<file path="src/include/wb_config.svh">
`ifndef WB_CONFIG_SVH
`define WB_CONFIG_SVH

// Architectural data width of the core
`define XLEN 64

// Integer register file size
`define NUM_REGS 32

// Bits needed to index the register file
`define REG_AW 5

`endif

</file>
<file path="src/verilog/rv_types_pkg.sv">
`include "wb_config.svh"

package rv_types_pkg;

    // One data word as seen by the datapath
    typedef logic [`XLEN-1:0] xlen_t;

    // Index into the integer register file
    typedef logic [`REG_AW-1:0] reg_addr_t;

endpackage

</file>
<file path="src/verilog/wb_pkg.sv">
package wb_pkg;

    import rv_types_pkg::*;

    // Owner of the register file write port in the current cycle
    typedef enum logic [2:0] {
        gnt_none,
        gnt_buf,
        gnt_lsp,
        gnt_md,
        gnt_ip,
        gnt_trap
    } wb_grant_e;

    // Single entry collision buffer, also seen by the read ports
    typedef struct packed {
        logic      valid;
        reg_addr_t dst;
        xlen_t     value;
    } wb_buf_t;

endpackage

</file>
<file path="src/verilog/wb_port_if.sv">
`timescale 1ns/1ns

// One execution unit's finished instruction on its way to writeback
interface wb_port_if import rv_types_pkg::*; ();

    // Item present from the execution unit
    logic      valid;
    // Writeback stage takes the item this cycle
    logic      ready;
    // Destination register and its new value
    reg_addr_t dst;
    xlen_t     result;

    // Execution unit side
    modport source (
        output valid, dst, result,
        input  ready
    );

    // Arbiter side
    modport sink (
        input  valid, dst, result,
        output ready
    );

endinterface

</file>
<file path="src/verilog/wb_arbiter.sv">
`timescale 1ns/1ns

module wb_arbiter import rv_types_pkg::*, wb_pkg::*; (
    input  logic       clk,
    input  logic       rst,
    wb_port_if.sink    ip,
    wb_port_if.sink    lsp,
    wb_port_if.sink    md,
    wb_port_if.sink    trap,
    input  logic       ip_wb_en,
    input  logic       ip_hipri,
    input  logic       lsp_wb_en,
    input  logic       trap_wb_en,
    output logic       rf_wen,
    output reg_addr_t  rf_wdst,
    output xlen_t      rf_wdata,
    output wb_buf_t    wb_buf,
    output logic [1:0] instret
);

    wb_grant_e grant;

    // Requests that need the write port
    logic ip_req;
    logic lsp_req;
    logic md_req;
    logic trap_req;

    // Buffer may take a new entry this cycle
    logic buf_room;
    logic buf_ld_lsp;
    logic buf_ld_ip;

    // Completed handshakes this cycle
    logic ip_hs;
    logic lsp_hs;
    logic md_hs;
    logic trap_hs;

    // md has no wb_en, it always writes
    assign ip_req   = ip.valid && ip_wb_en;
    assign lsp_req  = lsp.valid && lsp_wb_en;
    assign md_req   = md.valid;
    assign trap_req = trap.valid && trap_wb_en;

    // Fixed priority: buf, lsp, md, ip, trap
    // hipri lets ip jump past buf, lsp and md
    always_comb begin
        grant = gnt_none;
        if (!ip_hipri && wb_buf.valid) begin
            grant = gnt_buf;
        end else if (!ip_hipri && lsp_req) begin
            grant = gnt_lsp;
        end else if (!ip_hipri && md_req) begin
            grant = gnt_md;
        end else if (ip_req) begin
            grant = gnt_ip;
        end else if (trap_req) begin
            grant = gnt_trap;
        end
    end

    // Empty, or drained onto the port this cycle
    assign buf_room   = !wb_buf.valid || (grant == gnt_buf);
    // Losing lsp write has first claim on the buffer
    assign buf_ld_lsp = lsp_req && (grant != gnt_lsp) && buf_room;
    assign buf_ld_ip  = ip_req && (grant != gnt_ip) && !buf_ld_lsp && buf_room;

    // Winner onto the register file write port
    always_comb begin
        rf_wdst  = '0;
        rf_wdata = '0;
        case (grant)
            gnt_buf: begin
                rf_wdst  = wb_buf.dst;
                rf_wdata = wb_buf.value;
            end
            gnt_lsp: begin
                rf_wdst  = lsp.dst;
                rf_wdata = lsp.result;
            end
            gnt_md: begin
                rf_wdst  = md.dst;
                rf_wdata = md.result;
            end
            gnt_ip: begin
                rf_wdst  = ip.dst;
                rf_wdata = ip.result;
            end
            gnt_trap: begin
                rf_wdst  = trap.dst;
                rf_wdata = trap.result;
            end
            default: begin
                rf_wdst  = '0;
                rf_wdata = '0;
            end
        endcase
    end

    assign rf_wen = (grant != gnt_none);

    // Retire without write is always taken
    // md and trap are never buffered, so they wait for the port
    assign ip.ready   = !ip.valid || !ip_wb_en || (grant == gnt_ip) || buf_ld_ip;
    assign lsp.ready  = !lsp.valid || !lsp_wb_en || (grant == gnt_lsp) || buf_ld_lsp;
    assign md.ready   = !md.valid || (grant == gnt_md);
    assign trap.ready = !trap.valid || !trap_wb_en || (grant == gnt_trap);

    // Collision buffer, a new load wins over the drain
    always_ff @(posedge clk) begin
        if (rst) begin
            wb_buf.valid <= 1'b0;
        end else if (buf_ld_lsp) begin
            wb_buf <= '{valid: 1'b1, dst: lsp.dst, value: lsp.result};
        end else if (buf_ld_ip) begin
            wb_buf <= '{valid: 1'b1, dst: ip.dst, value: ip.result};
        end else if (grant == gnt_buf) begin
            wb_buf.valid <= 1'b0;
        end
    end

    assign ip_hs   = ip.valid && ip.ready;
    assign lsp_hs  = lsp.valid && lsp.ready;
    assign md_hs   = md.valid && md.ready;
    assign trap_hs = trap.valid && trap.ready;

    // Retire count one cycle behind the handshakes, wraps at four
    always_ff @(posedge clk) begin
        if (rst) begin
            instret <= 2'd0;
        end else begin
            instret <= 2'(ip_hs) + 2'(lsp_hs) + 2'(md_hs) + 2'(trap_hs);
        end
    end

    // A held entry that is not drained survives to the next cycle untouched
    a_buf_hold: assert property (@(posedge clk) disable iff (rst)
        wb_buf.valid && (grant != gnt_buf) |=> wb_buf.valid && $stable(wb_buf))
        else $error("collision buffer overwritten while still pending");

    // Unbuffered sources are only taken while they own the write port
    a_md_stall: assert property (@(posedge clk) disable iff (rst)
        md.valid && md.ready
        |-> rf_wen && (rf_wdst == md.dst) && (rf_wdata == md.result))
        else $error("md accepted without a grant");

    a_trap_stall: assert property (@(posedge clk) disable iff (rst)
        trap.valid && trap_wb_en && trap.ready
        |-> rf_wen && (rf_wdst == trap.dst) && (rf_wdata == trap.result))
        else $error("trap write accepted without a grant");

    // Port in use whenever some write is allowed to go
    a_wen_grant: assert property (@(posedge clk) disable iff (rst)
        rf_wen == (ip_req || trap_req ||
                   (!ip_hipri && (wb_buf.valid || lsp_req || md_req))))
        else $error("rf_wen disagrees with grant %s", grant.name());

endmodule

</file>
<file path="src/flat_wrapper.sv">
// flat-port wrapper written by rule: the top's interface ports become plain ports
module wb_arbiter_flat import rv_types_pkg::*, wb_pkg::*;
  (clk, rst, ip_wb_en, ip_hipri, lsp_wb_en, trap_wb_en, rf_wen, rf_wdst, rf_wdata, wb_buf, instret, ip_valid, ip_dst, ip_result, ip_ready, lsp_valid, lsp_dst, lsp_result, lsp_ready, md_valid, md_dst, md_result, md_ready, trap_valid, trap_dst, trap_result, trap_ready);
  wb_port_if ip_i ();
  wb_port_if lsp_i ();
  wb_port_if md_i ();
  wb_port_if trap_i ();
  input  logic clk;
  input  logic rst;
  input  logic ip_wb_en;
  input  logic ip_hipri;
  input  logic lsp_wb_en;
  input  logic trap_wb_en;
  output logic rf_wen;
  output reg_addr_t rf_wdst;
  output xlen_t rf_wdata;
  output wb_buf_t wb_buf;
  output logic [1:0] instret;
  input wire logic [$bits(ip_i.valid)-1:0] ip_valid;
  input wire logic [$bits(ip_i.dst)-1:0] ip_dst;
  input wire logic [$bits(ip_i.result)-1:0] ip_result;
  output wire logic [$bits(ip_i.ready)-1:0] ip_ready;
  input wire logic [$bits(lsp_i.valid)-1:0] lsp_valid;
  input wire logic [$bits(lsp_i.dst)-1:0] lsp_dst;
  input wire logic [$bits(lsp_i.result)-1:0] lsp_result;
  output wire logic [$bits(lsp_i.ready)-1:0] lsp_ready;
  input wire logic [$bits(md_i.valid)-1:0] md_valid;
  input wire logic [$bits(md_i.dst)-1:0] md_dst;
  input wire logic [$bits(md_i.result)-1:0] md_result;
  output wire logic [$bits(md_i.ready)-1:0] md_ready;
  input wire logic [$bits(trap_i.valid)-1:0] trap_valid;
  input wire logic [$bits(trap_i.dst)-1:0] trap_dst;
  input wire logic [$bits(trap_i.result)-1:0] trap_result;
  output wire logic [$bits(trap_i.ready)-1:0] trap_ready;
  assign ip_i.valid = ip_valid;
  assign ip_i.dst = ip_dst;
  assign ip_i.result = ip_result;
  assign ip_ready = ip_i.ready;
  assign lsp_i.valid = lsp_valid;
  assign lsp_i.dst = lsp_dst;
  assign lsp_i.result = lsp_result;
  assign lsp_ready = lsp_i.ready;
  assign md_i.valid = md_valid;
  assign md_i.dst = md_dst;
  assign md_i.result = md_result;
  assign md_ready = md_i.ready;
  assign trap_i.valid = trap_valid;
  assign trap_i.dst = trap_dst;
  assign trap_i.result = trap_result;
  assign trap_ready = trap_i.ready;
  wb_arbiter u_core (.clk(clk), .rst(rst), .ip(ip_i), .lsp(lsp_i), .md(md_i), .trap(trap_i), .ip_wb_en(ip_wb_en), .ip_hipri(ip_hipri), .lsp_wb_en(lsp_wb_en), .trap_wb_en(trap_wb_en), .rf_wen(rf_wen), .rf_wdst(rf_wdst), .rf_wdata(rf_wdata), .wb_buf(wb_buf), .instret(instret));
endmodule
</file>
<file path="config.mk">
export PLATFORM = sky130hd
export DESIGN_NAME = wb_arbiter_flat
export DESIGN_NICKNAME = d
export VERILOG_FILES = /design/src/verilog/rv_types_pkg.sv /design/src/verilog/wb_pkg.sv /design/src/verilog/wb_port_if.sv /design/src/verilog/wb_arbiter.sv /design/src/flat_wrapper.sv
export VERILOG_INCLUDE_DIRS = /design/src /design/src/include
export SDC_FILE = /design/constraint.sdc
export NUM_CORES = 1
export LEC_CHECK = 0
export ABC_AREA = 0
export BUFFER_PORTS_ARGS = -buffer_cell sky130_fd_sc_hd__buf_4
export CAP_MARGIN = 30
export CORE_AREA = 2 2 169 171
export DETAILED_ROUTE_END_ITERATION = 12
export DIE_AREA = 0 0 171 173
export PLACE_DENSITY = 0.51
export SYNTH_ARGS = -nofsm -noshare
export SYNTH_HDL_FRONTEND = slang
export SYNTH_SLANG_ARGS = --single-unit
</file>
<file path="constraint.sdc">
create_clock -name clk -period 6.9 [get_ports clk]
set_input_delay 1.38 -clock clk [delete_from_list [all_inputs] [get_ports clk]]
set_output_delay 1.38 -clock clk [all_outputs]
set_load 0.005 [all_outputs]
</file>
==> impl_metrics.yaml, run 1 <==
clocking:
  cts_hold_buf: 0
  clock_latency_ns: 0.35
  cts_resized: 0
  cts_made_buffers: 9
  post_cts_buffers: 0
  root_buffer: "clkbuf_16"
  cts.path.max_buffers: 2
  h-tree-depth: 3
  clkTransAtPathRegs_ns: 0.06
  cts_tree: "built"
  cts_sinks: 72
yosys:
  syn_area_per_cell_um2: 9.88
  yosysTopAreaCell: "edfxtp_1"
  synth_top_area_share: 0.370
  syn_nets: 855
  synth-seq-cells: 72
  ys_warn_count: 0
  async_reset_ff_frac: 0
  syn_inst: 567
  syn_area_um2: 5600
  synth_area_leaders: "edfxtp_1, mux2_2, a22oi_1, a222oi_1, nand4_1"
  synth_common_cells: "a22oi_1, edfxtp_1, mux2_2, nand3_1, nand4_1"
  ys.flop_type: "edfxtp_1"
  ys_types: 38
  seq_area_frac_synth: 0.381
  synth_edf_count: 69
global_routing:
  grt_pass1_wl_mm: 43.6
  gr-usage-met1: 0.223
  antenna_found_initial: 1
  met2_usage: 0.353
  grt_max_degree: 74
  grt_overflow: 0
  track_usage: 0.194
  busiest_layer: "met2"
  grt_pass1_vias: 7010
  grtUsageMet3: 0.0453
place:
  io_buffers: 431
  dp_slack_ns: 2.02
  place_hpwl_mm: 21.7
  place_congestion: 0.874
final_layout:
  final_layout_size_suffix_gt1_frac: 0.567
  nets: 1243
  area_growth_pct: 69.3
  nFillCells: 2918
  finish.utilization: 0.343
  num_antenna_cells: 0
sta:
  timing.setup.tns_ns: 0
  fin_crit_sh: 0.707
  maxSlewHeadroom: 0.360
  worst_slew_pin_slew_ns: 0.960
  fin_crit_ns: 4.88
  slew_violations: 0
  fmax_mhz: 205
  setup_slack_ns: 2.02
  setup_viol_count_final: 0
  rsz0062_at_grt: "no"
  hold_viol_final: 0
  clock_skew_ns: 0.00972
  whs_ns: 0.706
worst_hold_path:
  holdCritStartpoint: "u_core.wb_buf[69]$_SDFFE_PP0P_"
  hp-class: "flop to flop"
worst_setup_path:
  crit_fanout: 73
  r2r-start: "u_core.wb_buf[69]$_SDFFE_PP0P_"
  critical_path_class: "input pin to output pin"
  critPathMostFrequentCell: "buf_4"
  critPathLaunchType: "input pin"
  startpoint: "ip_wb_en"
  crit_chain: "buf_4 -> and2_4 -> o2bb2ai_2 -> buf_4 -> nand4_1 -> nand3_1 -> buf_4"
  required_ns: 5.52
  slowest_stage: "and2_4"
  setup.worst_path.end_class: "output pin"
  crit_arrival_ns: 3.50
  slowest_delay_ns: 0.85
floorplanning:
  io_pins: 432
  dieArea_um2: 29600
  initial_core_util: 0.203
  coreArea_um2: 27600
  die_h_um: 173
  rows: 61
  die_w_um: 171
detailed_routing:
  dr.pass1.iters: 7
  drtAntennaViolNets: 0
  avgViaCountPerCell: 5.13
  drtIter0Drc: 518
  vias: 6869
  wl_per_cell_um: 22.5
  route.detailed.drc: 0
  wl_mm: 30.1
run_status:
  outcome: "complete, no violations"
pwr:
  vdd_drop_max_uv: 110
  p_per_area_nw_per_um2: 158
  p_leak_nw: 3.98
job:
  max_cap_viol_count: 0
registers in the layout (all words and copies together), names as in the netlist:
name / flops
u_core.instret: 2
u_core.wb_buf: 70
metal layers:
metal / vias to the layer above / part of all wire
met4: 2 / 0.023
li1: 3128 / -
met1: 3332 / 0.39
met5: - / 0.00040
met3: 37 / 0.075
met2: 370 / 0.52
metrics by stage:
stage          cell area [um^2]  instances  power, mW
2_1_floorplan              5600        567      0.713
3_3_place_gp               9090       1318       1.00
3_5_place_dp               9190       1322       1.01
4_1_cts                    9480       1338       1.52
5_1_grt                    9480       1338       1.57
6_report                   9480       1338       1.50
area by class of cell:
type                            count  area, um^2  area share
Inverter                           30         113      0.0119
Clock inverter                      7        71.3     0.00752
Sequential cell                    72        2130       0.225
Tap cell                          378         473      0.0499
Multi-Input combinational cell    396        3060       0.322
Timing Repair Buffer              446        3410       0.360
Clock buffer                        9         225      0.0237
worst paths after layout:
kind	endpoint	slack, ns	cells after the start
max	rf_wdata[29]	2.02	7
min	u_core.wb_buf[69]$_SDFFE_PP0P_	0.71	2
max reg2reg	u_core.instret[1]$_SDFF_PP0_	3.02	9
min reg2reg	u_core.wb_buf[69]$_SDFFE_PP0P_	0.71	2
cells by family after synthesis:
logic type	share of synthesized area
and+or+nand+nor	0.134
DFF	0.381
muxes	0.139
AOI/OAI and AO/OA	0.255
buffers and inverters	0.0815
xor gates and xnor gates	0.00447
adders and majority gates	0.00581
cells in the final DEF, fill, tap and decap left out, drive strengths merged:
cell,netlist,layout
and3,1,1
o2bb2ai,1,1
a22oi,69,69
ha,1,1
nand3,58,58
clkinv,0,2
nand2b,1,1
o21ai,44,44
nand2,6,6
nand4,54,54
dfxtp,3,3
a21o,1,1
nor2,5,5
xnor2,2,2
a221oi,1,1
clkinvlp,0,3
fa,1,1
o31ai,27,27
edfxtp,69,69
and2,3,3
mux2,69,69
nor3,2,2
clkbuf,36,9
buf,33,446
a222oi,42,42
nor2b,1,1
a31oi,1,1
a21oi,4,4
a21boi,1,1
bufinv,0,1
inv,30,31
and4,1,1
power breakdown:
| group | internal (mW) | total [mW] | switching, mW |
|---|---|---|---|
| Sequential | 0.499 | 0.508 | 0.00918 |
| Combinational | 0.268 | 0.491 | 0.224 |
| Clock | 0.281 | 0.500 | 0.219 |
critical path, delay by kind of cell:
kind | cells | cell delay (ns)
compound gates | 1 | 0.18
buf+inv | 3 | 0.74
simple gates | 3 | 1.15
No activity file was read; power rests on OpenSTA's default activity.
==> inputs of run 2 (changes only) <==
--- a/config.mk
+++ b/config.mk
@@ -9,9 +9,9 @@
 export ABC_AREA = 0
 export BUFFER_PORTS_ARGS = -buffer_cell sky130_fd_sc_hd__buf_4
 export CAP_MARGIN = 30
-export CORE_AREA = 2 2 169 171
+export CORE_AREA = 2 2 170 172
 export DETAILED_ROUTE_END_ITERATION = 12
-export DIE_AREA = 0 0 171 173
+export DIE_AREA = 0 0 172 174
 export PLACE_DENSITY = 0.51
 export SYNTH_ARGS = -nofsm -noshare
 export SYNTH_HDL_FRONTEND = slang
==> constraint.sdc (replaced) <==
create_clock -name clk -period 4.6 [get_ports clk]
set_input_delay 0.92 -clock clk [delete_from_list [all_inputs] [get_ports clk]]
set_output_delay 0.92 -clock clk [all_outputs]
set_load 0.005 [all_outputs]
==> run 2 against run 1 <==
- wire length up 0.31%
- power up 53%
- non-clock buffer count up 5
- sequential power up 50%
- flip-flop and latch count unchanged
- critical endpoint is now rf_wdst[2]
==> impl_metrics.yaml, run 2 (synthesis gave the netlist of run 1 again) <==
worst_hold_path:
  holdPathStages: 3
  hp-class: "flop to flop"
place:
  place_hpwl_mm: 21.8
  io_buffers: 431
  place_congestion: 0.820
  dp_slack_ns: 1.00
pwr:
  p_per_area_nw_per_um2: 241
  p_sw_mw: 0.671
  switching_share: 0.293
  seqPwrFrac: 0.332
  intPower_mw: 1.62
  finalPower_mw: 2.29
  p_clk_frac: 0.346
  p_leak_nw: 4.00
  combPwrFrac: 0.322
  vdd_drop_max_uv: 164
floorplanning:
  rows: 62
  io_pins: 432
  initial_core_util: 0.198
  coreArea_um2: 28200
  die_h_um: 174
  die_w_um: 172
  dieArea_um2: 29900
sta:
  rsz0062_at_grt: "no"
  timing.setup.tns_ns: 0
  fin_crit_ns: 3.75
  clock_skew_ns: 0.00615
  worst_slew_pin_slew_ns: 0.724
  setup_slack_ns: 0.851
  setup_viol_count_final: 0
  fin_crit_sh: 0.815
  hold_viol_final: 0
  maxSlewHeadroom: 0.517
  fmax_mhz: 267
  slew_violations: 0
global_routing:
  antenna_found_initial: 0
  grt_pass1_wl_mm: 43.6
  grt_pass1_vias: 7089
  grt_max_degree: 45
  grt_overflow: 0
  track_usage: 0.191
detailed_routing:
  vias: 6966
  wl_per_cell_um: 22.4
  drtIter0Drc: 520
  wl_mm: 30.2
  avgViaCountPerCell: 5.16
  drtAntennaViolNets: 0
  route.detailed.drc: 0
  dr.pass1.iters: 5
worst_setup_path:
  critPathLaunchType: "flop"
  setup.worst_path.end_class: "output pin"
  required_ns: 3.68
  crit_fanout: 44
  worstRegToRegCells: 10
  critical_path_class: "flop to output pin"
  crit_arrival_ns: 2.83
run_status:
  outcome: "complete, no violations"
clocking:
  clock_latency_ns: 0.34
  cts_sinks: 72
  cts.path.max_buffers: 2
  root_buffer: "clkbuf_16"
  cts_tree: "built"
  h-tree-depth: 3
  cts_hold_buf: 0
  clkTransAtPathRegs_ns: 0.06
  cts_resized: 0
  cts_made_buffers: 9
  post_cts_buffers: 0
final_layout:
  nets: 1248
  reg.largest.list: "u_core.wb_buf x70, u_core.instret x2"
  largest-register: "u_core.wb_buf"
  final_cell_mix: "buf_4, a22oi_1, mux2_2, edfxtp_1, nand3_1"
  largest_reg_flops: 70
  final_layout_size_suffix_gt1_frac: 0.567
  final_common_cell: "buf_4"
  area_growth_pct: 69.5
  num_antenna_cells: 0
job:
  max_cap_viol_count: 0
-- run 2: cell types whose count changed in the layout (fill, tap and decap cells not counted), sizes merged --
| cell | delta |
|---|---|
| bufinv | +1 |
| clkbuf | +1 |
| clkinvlp | -1 |
| buf | +5 |
| inv | -1 |
-- run 2: area by class of cell --
cell class | count | area [um^2]
fillers | 3038 | 18700
repair buffers | 451 | 3400
multi-input cells | 396 | 3060
flip-flops and latches | 72 | 2130
well taps | 384 | 480
clock buffers | 10 | 229
inverters | 30 | 113
clock inverters | 6 | 83.8
-- run 2: path summary, 6_finish.rpt --
check | endpoint | slack (ns) | startpoint
setup / recovery | rf_wdst[2] | 0.85 | u_core.wb_buf[69]$_SDFFE_PP0P_
hold / removal | u_core.wb_buf[69]$_SDFFE_PP0P_ | 0.68 | u_core.wb_buf[69]$_SDFFE_PP0P_
setup reg to reg | u_core.instret[1]$_SDFF_PP0_ | 1.70 | u_core.wb_buf[69]$_SDFFE_PP0P_
hold reg to reg | u_core.wb_buf[69]$_SDFFE_PP0P_ | 0.68 | u_core.wb_buf[69]$_SDFFE_PP0P_
-- run 2: through the flow --
stage                     hold slack (ns)   util  cells  instance area (um^2)
after floorplan                     0.632      -    567                  5600
after detailed placement            0.676  0.325   1333                  9180
after global placement              0.663  0.325   1333                  9180
final                               0.684  0.336   1349                  9490
after global routing                0.728  0.336   1349                  9490
after CTS                           0.687  0.336   1349                  9490
-- run 2: routing by layer --
layer / GRT usage / up-vias / share of wire
li1: - / 3133 / -
met1: 0.218 / 3406 / 0.38
met2: 0.352 / 395 / 0.52
met3: 0.0469 / 32 / 0.081
met4: 0.0522 / 0 / 0.016
met5: 0 / - / 0
-- run 2: worst max-delay path: stages, from the launching register on --
cell and delay (ns):
dfxtp_1 0.30, buf_4 0.19, inv_2 0.55, and4_4 0.77, a222oi_1 0.23, o21ai_1 0.23, buf_4 0.17
-- run 2: power groups by stage --
stage               logic, mW  registers (mW)  clock network (mW)
finish                  0.738           0.760               0.794
global route            0.793           0.762               0.836
floorplan               0.295           0.774                   0
detailed placement      0.739           0.774                   0
global placement        0.739           0.774                   0
CTS                     0.741           0.760               0.822
