--- config.mk ---
export PLATFORM = sky130hd
export DESIGN_NAME = retire_counter
export DESIGN_NICKNAME = d
export VERILOG_FILES = /design/src/verilog/rv_types_pkg.sv /design/src/verilog/retire_counter.sv
export VERILOG_INCLUDE_DIRS = /design/src /design/src/include
export SDC_FILE = /design/constraint.sdc
export NUM_CORES = 1
export LEC_CHECK = 0
export ABC_AREA = 0
export BUFFER_PORTS_ARGS = -buffer_cell sky130_fd_sc_hd__buf_2
export CAP_MARGIN = 20
export CELL_PAD_IN_SITES_DETAIL_PLACEMENT = 0
export CELL_PAD_IN_SITES_GLOBAL_PLACEMENT = 1
export CORE_MARGIN = 2
export CORE_UTILIZATION = 36
export DETAILED_ROUTE_END_ITERATION = 8
export MAX_ROUTING_LAYER = met4
export PLACE_DENSITY_LB_ADDON = 0.1
export SETUP_SLACK_MARGIN = 0.02
export SLEW_MARGIN = 10
export SYNTH_ARGS = -nofsm -noshare
export SYNTH_HDL_FRONTEND = slang
export SYNTH_SLANG_ARGS = --single-unit
--- constraint.sdc ---
create_clock -name clk -period 2.7 [get_ports clk]
set_clock_uncertainty 0.2 [all_clocks]
set_input_delay 0.54 -clock clk [delete_from_list [all_inputs] [get_ports clk]]
set_output_delay 0.54 -clock clk [all_outputs]
set_load 0.1 [all_outputs]
--- src/include/wb_config.svh ---
`ifndef WB_CONFIG_SVH
`define WB_CONFIG_SVH

// Architectural data width of the core
`define XLEN 64

// Integer register file size
`define NUM_REGS 32

// Bits needed to index the register file
`define REG_AW 5

`endif

--- src/verilog/rv_types_pkg.sv ---
`include "wb_config.svh"

package rv_types_pkg;

    // One data word as seen by the datapath
    typedef logic [`XLEN-1:0] xlen_t;

    // Index into the integer register file
    typedef logic [`REG_AW-1:0] reg_addr_t;

endpackage

--- src/verilog/retire_counter.sv ---
`timescale 1ns/1ns

module retire_counter import rv_types_pkg::*; (
    input  logic       clk,
    input  logic       rst,
    input  logic [1:0] instret,
    output xlen_t      minstret
);

    xlen_t count;

    // Accumulate the per-cycle retire count
    always_ff @(posedge clk) begin
        if (rst) begin
            count <= '0;
        end else begin
            count <= count + xlen_t'(instret);
        end
    end

    assign minstret = count;

endmodule

==> results of run 1 <==
## area by class of cell
class / count / area [um2] / area share
clock buffer: 12 / 135 / 0.0341
clock inverter: 4 / 45.0 / 0.0114
inverter: 15 / 56.3 / 0.0142
multi-input combinational: 272 / 1740 / 0.441
sequential: 64 / 1340 / 0.339
tap: 105 / 131 / 0.0332
timing repair buffer: 88 / 505 / 0.128
## worst max-delay path, cell delays in order, from the launching register on
cell	delay, ns
dfxtp_4	0.36
ha_4	0.12
inv_1	0.04
fa_1	0.39
nand4b_1	0.24
nor2_1	0.19
nand3_2	0.15
or4_1	0.53
a21oi_1	0.14
## cells in the final DEF, fill, tap and decap left out, types with 2 or more instances in the layout
| cell | netlist | final |
|---|---|---|
| nor4_2 | 2 | 2 |
| nor4_1 | 10 | 10 |
| clkbuf_1 | 9 | 3 |
| clkbuf_8 | 0 | 9 |
| o21ai_0 | 15 | 15 |
| nand3b_1 | 5 | 5 |
| dfxtp_2 | 0 | 41 |
| dfxtp_4 | 0 | 2 |
| or4_1 | 6 | 6 |
| nor3_1 | 8 | 8 |
| clkinv_2 | 0 | 3 |
| nand4_4 | 3 | 3 |
| buf_4 | 0 | 20 |
| nand2_1 | 17 | 17 |
| or3_1 | 15 | 15 |
| or4_4 | 2 | 2 |
| xor2_1 | 21 | 21 |
| xnor2_1 | 18 | 18 |
| and4_1 | 5 | 5 |
| buf_2 | 2 | 67 |
| nor4_4 | 3 | 3 |
| dfxtp_1 | 64 | 21 |
| nor2_1 | 53 | 53 |
| o21ai_1 | 2 | 2 |
| a21oi_1 | 24 | 24 |
| nand3_1 | 21 | 20 |
| o31ai_1 | 6 | 6 |
| nand2b_1 | 2 | 2 |
| inv_1 | 15 | 15 |
| nand4_1 | 23 | 23 |
## how the worst min path moves through the flow
stage | depth (start not counted) | endpoint
4_1_cts | 2 | minstret[47]$_SDFF_PP0_
2_1_floorplan | 2 | minstret[47]$_SDFF_PP0_
3_5_place_dp | 2 | minstret[47]$_SDFF_PP0_
5_1_grt | 2 | minstret[47]$_SDFF_PP0_
6_report | 2 | minstret[47]$_SDFF_PP0_
3_3_place_gp | 2 | minstret[47]$_SDFF_PP0_
## report_power, final
part           leakage, nW  internal [mW]  switching, mW
clock               0.0941          0.423          0.377
sequential           0.538          0.952        0.00920
combinational        0.909         0.0291         0.0909
total                 1.54           1.40          0.477
## cells in the mapped netlist, types with 3 or more instances
cell type | n | area, um2
nand3b_1 | 5 | 37.5
nand4_4 | 3 | 63.8
nor2_1 | 53 | 199
clkbuf_1 | 9 | 33.8
inv_1 | 15 | 56.3
o31ai_1 | 6 | 45.0
a21oi_1 | 24 | 120
nand3_1 | 21 | 105
or3_1 | 15 | 93.8
nand4_1 | 23 | 144
nand2_1 | 17 | 63.8
and4_1 | 5 | 43.8
o21ai_0 | 15 | 75.1
or4_1 | 6 | 45.0
nor4_1 | 10 | 62.6
xnor2_1 | 18 | 158
nor3_1 | 8 | 40.0
nor4_4 | 3 | 63.8
dfxtp_1 | 64 | 1280
xor2_1 | 21 | 184
## layer usage
layer | vias to the layer above | wire, um | track usage | part of all wire
met3 | 9 | 322 | 0.0367 | 0.040
met4 | 0 | 92 | 0.0553 | 0.011
met2 | 56 | 3940 | 0.290 | 0.49
met5 | - | 0 | - | 0
met1 | 1398 | 3700 | 0.212 | 0.46
li1 | 1475 | - | - | -
## cells by family after synthesis
logic type,after synthesis,synth area share
and+or+nand+nor,182,0.347
xor gates and xnor gates,39,0.110
DFF,64,0.411
AOI/OAI and AO/OA,48,0.0826
buffers and inverters,27,0.0357
adders and majority gates,3,0.0144
==> impl_table.tex, run 1 <==
\begin{tabular}{lr}
\hline
Metric & Value \\
\hline
\multicolumn{2}{l}{\textbf{GRT}} \\
\quad Wire length of the first global-routing pass & 13.2 mm \\
\quad GRT Overall Usage & 0.174 \\
\quad Number of antenna violations at the first check in global routing & 0 \\
\quad Via count of the first global-routing pass & 2,712 \\
\quad Total grt overflow & 0 \\
\quad Largest net degree at the start of global routing & 43 \\
\multicolumn{2}{l}{\textbf{Clock network}} \\
\quad Number of buffers created by CTS & 9 \\
\quad CTS max path bufs & 2 \\
\quad Clock Tree Root & clkbuf\_8 \\
\quad \# Post-CTS Setup Buffers & 0 \\
\quad Number of hold-repair buffers added at the cts stage & 0 \\
\quad CTS-repair resized insts & 0 \\
\quad Clock Latency Late Sink & 0.34 ns \\
\quad CTS tree & built \\
\quad Clock transition at the registers of the reported paths & 0.07 ns \\
\quad Maximum level of the CTS H-tree & 3 \\
\quad Clock sink count & 64 \\
\multicolumn{2}{l}{\textbf{Layout}} \\
\quad Area Growth Syn to Fin & 26.9\% \\
\quad Net count, final & 457 \\
\quad Flip-flop count of the largest register after layout & 64 \\
\quad Fin area & 0.00396 mm2 \\
\quad Filler cell count & 854 \\
\quad Fraction of final layout cells sized beyond drive strength 1 & 0.349 \\
\quad Share of the core filled with cells in the final layout & 0.477 \\
\quad ANT cells & 0 \\
\quad Count of placed standard cells in the final layout, fillers left out & 560 \\
\multicolumn{2}{l}{\textbf{Place}} \\
\quad HPWL after DPL & 5.82 mm \\
\quad Cell Count Post-Placement & 544 \\
\quad Cell area reported after detailed placement & 0.00378 mm2 \\
\quad Worst setup timing slack at the placement stage & -0.0314 ns \\
\quad Input/output buffers & 67 \\
\quad Gpl congestion & 0.793 \\
\multicolumn{2}{l}{\textbf{Worst setup path}} \\
\quad Worst R2R Path Depth & 8 \\
\quad Signal arrival time at the worst endpoint & 2.49 ns \\
\quad Crit path max fanout & 5 \\
\quad Critical path launch point & minstret[0]\$\_SDFF\_PP0\_ \\
\quad Critical Path Source Type & register \\
\quad Capture point of the worst path & minstret[60]\$\_SDFF\_PP0\_ \\
\quad Critical register-to-register path endpoint & minstret[60]\$\_SDFF\_PP0\_ \\
\quad Setup Crit Path Kind & register to register \\
\quad FF-to-FF setup slack & 0.28 ns \\
\quad Data required time of the critical path & 2.77 ns \\
\quad Startpoint of the worst register-to-register path & minstret[0]\$\_SDFF\_PP0\_ \\
\quad Critical Path End Type & register \\
\multicolumn{2}{l}{\textbf{Detailed routing}} \\
\quad Vias after detailed routing & 2,938 \\
\quad Routed WL & 8.06 mm \\
\quad Antenna viol nets, final & 0 \\
\quad Post-detailed-route wirelength per cell & 14.4 um \\
\quad Ratio of routed vias to standard cells & 5.25 \\
\quad Number of search-and-repair iterations in the first detailed-routing pass & 4 \\
\quad Number of violations reported at the end of detailed-routing iteration 0 & 90 \\
\quad DRC errors left & 0 \\
\multicolumn{2}{l}{\textbf{STA}} \\
\quad Hold violation total from the final report & 0 \\
\quad Final critical path time including I/O delays and setup & 2.42 ns \\
\quad Max frequency & 0.413 GHz \\
\quad Max Transition Viols Final & 0 \\
\quad Ratio of final minimum period to clock period & 0.897 \\
\quad Worst slew margin relative to its limit & 0.558 \\
\quad Smallest setup slack after layout & 0.278 ns \\
\quad Final total negative setup slack & 0 ns \\
\quad Worst hold margin & 0.284 ns \\
\quad Unrepaired setup endpoints after global routing & no \\
\quad Setup violation total in the final timing report & 0 \\
\quad Worst-margin pin slew & 0.657 ns \\
\multicolumn{2}{l}{\textbf{Floorplan}} \\
\quad Row cnt & 33 \\
\quad Die Outline Area & 0.00943 mm2 \\
\quad Top Ports & 68 \\
\quad Initial core utilization & 0.376 \\
\quad DIE WIDTH & 97.1 um \\
\quad Area of the core region & 0.00830 mm2 \\
\quad Vertical die dimension & 97.1 um \\
\multicolumn{2}{l}{\textbf{Synthesis}} \\
\quad Count of different cell masters after synthesis & 36 \\
\quad Synthesized area & 0.00312 mm2 \\
\quad Syn\_area\_per\_cell & 8.59 um2 \\
\quad Share of the yosys chip area belonging to registers & 0.411 \\
\quad Post-synthesis net count & 370 \\
\quad Count of flip-flops with a built-in enable after synthesis & 0 \\
\quad Number of synthesized register bits & 64 \\
\quad Syn. warnings & 0 \\
\quad Async set-reset flop share out of synthesis & 0 \\
\quad Number of instances in the synthesized netlist & 363 \\
\quad Top flip-flop cell by instance count after synthesis & dfxtp\_1 \\
\multicolumn{2}{l}{\textbf{Outcome}} \\
\quad Status & finished clean \\
\multicolumn{2}{l}{\textbf{Power and ir drop}} \\
\quad Worst ir drop on vdd & 0.251 mV \\
\quad Lkg Pwr & 1.54 nW \\
\quad PwrDens & 475 mW/mm2 \\
\quad Overall Power & 1.88 mW \\
\multicolumn{2}{l}{\textbf{Hold path}} \\
\quad Path class of the lowest-slack min-delay path & register to register \\
\quad Start point of the worst min-delay path & minstret[47]\$\_SDFF\_PP0\_ \\
\multicolumn{2}{l}{\textbf{Job}} \\
\quad Maximum Capacitance Violations & 0 \\
\hline
\end{tabular}
Power figures use the tool's default switching activity.
==> run 2: changes to the inputs <==
--- a/config.mk
+++ b/config.mk
@@ -11,7 +11,7 @@
 export CAP_MARGIN = 20
 export CELL_PAD_IN_SITES_DETAIL_PLACEMENT = 0
 export CELL_PAD_IN_SITES_GLOBAL_PLACEMENT = 1
-export CORE_MARGIN = 2
+export CORE_MARGIN = 3
 export CORE_UTILIZATION = 36
 export DETAILED_ROUTE_END_ITERATION = 8
 export MAX_ROUTING_LAYER = met4
==> constraint.sdc (replaced) <==
create_clock -name clk -period 2.7 [get_ports clk]
set_clock_uncertainty 0.2 [all_clocks]
set_input_delay 0.54 -clock clk [delete_from_list [all_inputs] [get_ports clk]]
set_output_delay 0.54 -clock clk [all_outputs]
set_load 0.01 [all_outputs]
==> run 2 against run 1 <==
Effect of this change:
- non-clock buffer count rose by 1
- flip-flop and latch count did not move
- cell count rose by 0.18%
- fmax fell by 2.6%
- register-to-register slack got worse by 0.07 ns
- sequential power barely moved
- worst hold slack improved by 0.011 ns
- critical path type unchanged
==> impl_table.tex, run 2 (synthesis gave the netlist of run 1 again) <==
\begin{tabular}{lr}
\hline
Metric & Value \\
\hline
\multicolumn{2}{l}{\textbf{Floorplan}} \\
\quad Vertical die dimension & 99.1 um \\
\quad Top Ports & 68 \\
\quad Area of the core region & 0.00830 mm2 \\
\quad Row cnt & 33 \\
\quad Initial core utilization & 0.376 \\
\quad DIE WIDTH & 99.1 um \\
\quad Die Outline Area & 0.00982 mm2 \\
\multicolumn{2}{l}{\textbf{Detailed routing}} \\
\quad Ratio of routed vias to standard cells & 5.20 \\
\quad Antenna viol nets, final & 0 \\
\quad Routed WL & 7.88 mm \\
\quad DRC errors left & 0 \\
\quad Vias after detailed routing & 2,917 \\
\quad Number of search-and-repair iterations in the first detailed-routing pass & 4 \\
\quad Number of violations reported at the end of detailed-routing iteration 0 & 67 \\
\quad Post-detailed-route wirelength per cell & 14.1 um \\
\multicolumn{2}{l}{\textbf{Layout}} \\
\quad Area Growth Syn to Fin & 25.1\% \\
\quad ANT cells & 0 \\
\quad Share of the core filled with cells in the final layout & 0.470 \\
\quad Leading cell types in the layout, fill and taps excluded & buf\_2, dfxtp\_1, nor2\_1 \\
\quad Fraction of final layout cells sized beyond drive strength 1 & 0.259 \\
\quad Commonest non-fill, non-tap cell in the layout & buf\_2 \\
\quad Flip-flop count of the largest register after layout & 64 \\
\quad Fin area & 0.00390 mm2 \\
\quad Net count, final & 458 \\
\multicolumn{2}{l}{\textbf{Hold path}} \\
\quad Hold path depth & 2 \\
\quad Path class of the lowest-slack min-delay path & register to register \\
\quad Start point of the worst min-delay path & minstret[63]\$\_SDFF\_PP0\_ \\
\quad Hold Crit Endpoint & minstret[63]\$\_SDFF\_PP0\_ \\
\multicolumn{2}{l}{\textbf{Clock network}} \\
\quad Number of buffers created by CTS & 9 \\
\quad \# Post-CTS Setup Buffers & 0 \\
\quad Clock transition at the registers of the reported paths & 0.07 ns \\
\quad Clock sink count & 64 \\
\quad Number of hold-repair buffers added at the cts stage & 0 \\
\quad CTS tree & built \\
\quad Maximum level of the CTS H-tree & 3 \\
\quad Clock Latency Late Sink & 0.34 ns \\
\quad Clock Tree Root & clkbuf\_8 \\
\quad CTS max path bufs & 2 \\
\quad CTS-repair resized insts & 0 \\
\multicolumn{2}{l}{\textbf{STA}} \\
\quad Ratio of final minimum period to clock period & 0.921 \\
\quad Max frequency & 0.402 GHz \\
\quad Max Transition Viols Final & 0 \\
\quad Unrepaired setup endpoints after global routing & no \\
\quad Hold violation total from the final report & 0 \\
\quad Worst-margin pin slew & 0.566 ns \\
\quad Worst slew margin relative to its limit & 0.619 \\
\quad Setup violation total in the final timing report & 0 \\
\quad Final total negative setup slack & 0 ns \\
\quad Final critical path time including I/O delays and setup & 2.49 ns \\
\multicolumn{2}{l}{\textbf{Worst setup path}} \\
\quad Setup Crit Path Kind & register to register \\
\quad Critical register-to-register path endpoint & minstret[60]\$\_SDFF\_PP0\_ \\
\quad Data required time of the critical path & 2.77 ns \\
\quad Crit path max fanout & 5 \\
\quad FF-to-FF setup slack & 0.21 ns \\
\quad Critical Path Source Type & register \\
\quad Startpoint of the worst register-to-register path & minstret[0]\$\_SDFF\_PP0\_ \\
\quad Worst R2R Path Depth & 8 \\
\quad Signal arrival time at the worst endpoint & 2.56 ns \\
\quad Critical Path End Type & register \\
\multicolumn{2}{l}{\textbf{Power and ir drop}} \\
\quad Worst ir drop on vdd & 0.275 mV \\
\quad Overall Power & 1.81 mW \\
\quad Lkg Pwr & 1.53 nW \\
\quad PwrDens & 463 mW/mm2 \\
\multicolumn{2}{l}{\textbf{Job}} \\
\quad Maximum Capacitance Violations & 0 \\
\multicolumn{2}{l}{\textbf{GRT}} \\
\quad Largest net degree at the start of global routing & 65 \\
\quad Via count of the first global-routing pass & 2,853 \\
\quad Wire length of the first global-routing pass & 13.5 mm \\
\quad Number of antenna violations at the first check in global routing & 0 \\
\quad GRT Overall Usage & 0.174 \\
\quad Total grt overflow & 0 \\
\multicolumn{2}{l}{\textbf{Place}} \\
\quad Input/output buffers & 67 \\
\quad HPWL after DPL & 5.65 mm \\
\quad Cell area reported after detailed placement & 0.00371 mm2 \\
\quad Gpl congestion & 0.793 \\
\multicolumn{2}{l}{\textbf{Outcome}} \\
\quad Status & finished clean \\
\hline
\end{tabular}
## run 2: cell type report
type	count	area, um2
Fill cell	862	4400
Clock buffer	14	173
Sequential cell	64	1280
Tap cell	105	131
Timing Repair Buffer	89	513
Multi-Input combinational cell	272	1730
Clock inverter	2	12.5
Inverter	15	56.3
## run 2: layer usage
metal  up-vias  global-route usage  wire length [um]
met2        49               0.293              3900
li1       1484                   -                 -
met5         -                   -                 0
met3         5              0.0474               309
met4         0              0.0441                80
met1      1379               0.206              3590
## run 2: worst max-delay path, stage by stage, from the launching register on
cell and delay, ns:
dfxtp_1 0.32, ha_1 0.17, inv_1 0.06, fa_1 0.42, nand4b_1 0.26, nor2_2 0.16
nand3_2 0.14, or4_1 0.53, a21oi_1 0.15
## run 2: through the flow
stage / hold slack [ns] / instances / worst slack, ns
2_1_floorplan: 0.302 / 363 / 0.0753
3_3_place_gp: 0.265 / 545 / -0.0660
3_5_place_dp: 0.278 / 545 / -0.142
4_1_cts: 0.290 / 561 / 0.138
5_1_grt: 0.311 / 561 / 0.0265
6_report: 0.294 / 561 / 0.213
## run 2: worst max path at each step
stage	start	cells after the start	to
after floorplan	instret[0]	8	minstret[60]$_SDFF_PP0_
after global placement	instret[0]	9	minstret[60]$_SDFF_PP0_
after detailed placement	instret[0]	9	minstret[58]$_SDFF_PP0_
after CTS	minstret[0]$_SDFF_PP0_	8	minstret[58]$_SDFF_PP0_
after global routing	minstret[0]$_SDFF_PP0_	8	minstret[60]$_SDFF_PP0_
final	minstret[0]$_SDFF_PP0_	8	minstret[60]$_SDFF_PP0_
## run 2: where the power goes
part           switching, mW  internal [mW]  total [mW]
logic                 0.0395         0.0261      0.0656
clock network          0.373          0.408       0.782
registers            0.00812          0.951       0.959
total                  0.421           1.39        1.81
==> run 3: changes to the inputs <==
--- a/config.mk
+++ b/config.mk
@@ -7,7 +7,7 @@
 export NUM_CORES = 1
 export LEC_CHECK = 0
 export ABC_AREA = 0
-export BUFFER_PORTS_ARGS = -buffer_cell sky130_fd_sc_hd__buf_2
+export BUFFER_PORTS_ARGS = -buffer_cell sky130_fd_sc_hd__clkbuf_2
 export CAP_MARGIN = 20
 export CELL_PAD_IN_SITES_DETAIL_PLACEMENT = 0
 export CELL_PAD_IN_SITES_GLOBAL_PLACEMENT = 1
==> run 3 against run 2 <==
Effect of this change:
- die area stayed put
- utilization fell by 0.15 points
- setup slack worse by 0.057 ns
- largest cell class unchanged
==> impl_table.tex, run 3 (synthesis gave the netlist of run 1 again) <==
\begin{tabular}{lr}
\hline
Metric & Value \\
\hline
\multicolumn{2}{l}{\textbf{Worst setup path}} \\
\quad Crit path max fanout & 6 \\
\quad Critical path launch point & minstret[0]\$\_SDFF\_PP0\_ \\
\quad Critical Path Source Type & register \\
\quad Data required time of the critical path & 2.77 ns \\
\quad Critical Path End Type & register \\
\quad Setup Crit Path Kind & register to register \\
\quad Worst R2R Path Depth & 8 \\
\quad Signal arrival time at the worst endpoint & 2.61 ns \\
\quad Startpoint of the worst register-to-register path & minstret[0]\$\_SDFF\_PP0\_ \\
\multicolumn{2}{l}{\textbf{Clock network}} \\
\quad Clock transition at the registers of the reported paths & 0.07 ns \\
\quad CTS max path bufs & 2 \\
\quad Clock Latency Late Sink & 0.33 ns \\
\quad Number of hold-repair buffers added at the cts stage & 0 \\
\quad Number of buffers created by CTS & 9 \\
\quad Maximum level of the CTS H-tree & 3 \\
\quad CTS tree & built \\
\quad Clock sink count & 64 \\
\quad Clock Tree Root & clkbuf\_8 \\
\multicolumn{2}{l}{\textbf{Power and ir drop}} \\
\quad PwrDens & 448 mW/mm2 \\
\quad Overall Power & 1.74 mW \\
\quad Lkg Pwr & 1.47 nW \\
\quad Worst ir drop on vdd & 0.203 mV \\
\multicolumn{2}{l}{\textbf{Layout}} \\
\quad Filler cell count & 860 \\
\quad Area Growth Syn to Fin & 24.7\% \\
\quad Fraction of final layout cells sized beyond drive strength 1 & 0.259 \\
\quad Net count, final & 458 \\
\quad Leading cell types in the layout, fill and taps excluded & clkbuf\_2, dfxtp\_1, nor2\_1 \\
\quad Commonest non-fill, non-tap cell in the layout & clkbuf\_2 \\
\quad Flip-flop count of the largest register after layout & 64 \\
\quad Count of placed standard cells in the final layout, fillers left out & 561 \\
\quad Fin area & 0.00389 mm2 \\
\quad ANT cells & 0 \\
\multicolumn{2}{l}{\textbf{Floorplan}} \\
\quad Row cnt & 33 \\
\quad Initial core utilization & 0.376 \\
\quad Vertical die dimension & 99.1 um \\
\quad Die Outline Area & 0.00982 mm2 \\
\quad Top Ports & 68 \\
\quad DIE WIDTH & 99.1 um \\
\quad Area of the core region & 0.00830 mm2 \\
\multicolumn{2}{l}{\textbf{GRT}} \\
\quad Total grt overflow & 0 \\
\quad Number of antenna violations at the first check in global routing & 0 \\
\quad Via count of the first global-routing pass & 2,699 \\
\quad GRT Overall Usage & 0.168 \\
\quad Largest net degree at the start of global routing & 42 \\
\quad Wire length of the first global-routing pass & 13.0 mm \\
\multicolumn{2}{l}{\textbf{Detailed routing}} \\
\quad Number of violations reported at the end of detailed-routing iteration 0 & 124 \\
\quad Number of search-and-repair iterations in the first detailed-routing pass & 4 \\
\quad Post-detailed-route wirelength per cell & 14.0 um \\
\quad Ratio of routed vias to standard cells & 5.19 \\
\quad DRC errors left & 0 \\
\quad Antenna viol nets, final & 0 \\
\quad Vias after detailed routing & 2,912 \\
\quad Routed WL & 7.83 mm \\
\multicolumn{2}{l}{\textbf{Place}} \\
\quad Input/output buffers & 67 \\
\quad HPWL after DPL & 5.76 mm \\
\quad Cell area reported after detailed placement & 0.00370 mm2 \\
\quad Gpl congestion & 0.807 \\
\quad Cell Count Post-Placement & 544 \\
\multicolumn{2}{l}{\textbf{STA}} \\
\quad Worst slew margin relative to its limit & 0.603 \\
\quad Hold violation total from the final report & 0 \\
\quad Worst-margin pin slew & 0.589 ns \\
\quad Unrepaired setup endpoints after global routing & no \\
\quad Final total negative setup slack & 0 ns \\
\quad Ratio of final minimum period to clock period & 0.942 \\
\quad Final critical path time including I/O delays and setup & 2.54 ns \\
\quad Max Transition Viols Final & 0 \\
\quad Setup violation total in the final timing report & 0 \\
\quad Max frequency & 0.393 GHz \\
\multicolumn{2}{l}{\textbf{Hold path}} \\
\quad Hold path depth & 2 \\
\quad Path class of the lowest-slack min-delay path & register to register \\
\quad Start point of the worst min-delay path & minstret[63]\$\_SDFF\_PP0\_ \\
\multicolumn{2}{l}{\textbf{Outcome}} \\
\quad Status & finished clean \\
\multicolumn{2}{l}{\textbf{Job}} \\
\quad Maximum Capacitance Violations & 0 \\
\hline
\end{tabular}
==> run 3: power breakdown <==
part | internal [mW] | switching [mW] | total, mW
Clock | 0.353 | 0.364 | 0.716
Sequential | 0.951 | 0.00877 | 0.960
Combinational | 0.0260 | 0.0405 | 0.0665
Total | 1.33 | 0.413 | 1.74
==> run 3: what timing repair did <==
| action | in CTS | in global routing |
|---|---|---|
| buffers inserted | 0 | 1 |
| endpoints found under the setup margin | 0 | 3 |
| endpoints found under the hold margin | 0 | 0 |
| resized for setup | 0 | 3 |
==> run 3: per-layer routing <==
metal,part of all wire,GRT usage,wire [um],vias up
li1,-,-,-,1489
met1,0.46,0.203,3640,1361
met2,0.48,0.274,3780,53
met3,0.041,0.0347,324,9
met4,0.011,0.0630,83,0
met5,0,-,0,-
==> run 3: through the flow <==
step / hold WS (ns) / setup WS [ns] / util
2_1_floorplan: 0.302 / 0.0753 / -
3_3_place_gp: 0.269 / -0.0931 / 0.446
3_5_place_dp: 0.282 / -0.170 / 0.446
4_1_cts: 0.292 / 0.0867 / 0.466
5_1_grt: 0.305 / 0.0113 / 0.469
6_report: 0.292 / 0.155 / 0.469
==> run 3: path summary, 6_finish.rpt <==
kind	end	slack, ns
hold reg to reg	minstret[63]$_SDFF_PP0_	0.29
setup reg to reg	minstret[60]$_SDFF_PP0_	0.16
setup / recovery	minstret[60]$_SDFF_PP0_	0.16
hold / removal	minstret[63]$_SDFF_PP0_	0.29
==> run 3: area by class of cell <==
type | instances | area (um2) | area share
clock buffers | 12 | 145 | 0.0373
clock inverters | 4 | 20.0 | 0.00515
inverters | 15 | 56.3 | 0.0145
multi-input cells | 272 | 1740 | 0.448
flip-flops and latches | 64 | 1280 | 0.329
well taps | 105 | 131 | 0.0338
repair buffers | 89 | 513 | 0.132
==> run 3: critical path: stages, from the launching register on <==
cell and delay [ns]:
dfxtp_1 0.35, ha_1 0.18, inv_1 0.05, fa_1 0.43, nand4b_1 0.26, nor2_2 0.22, nand3_4 0.12, or4_1 0.53
a21oi_1 0.14
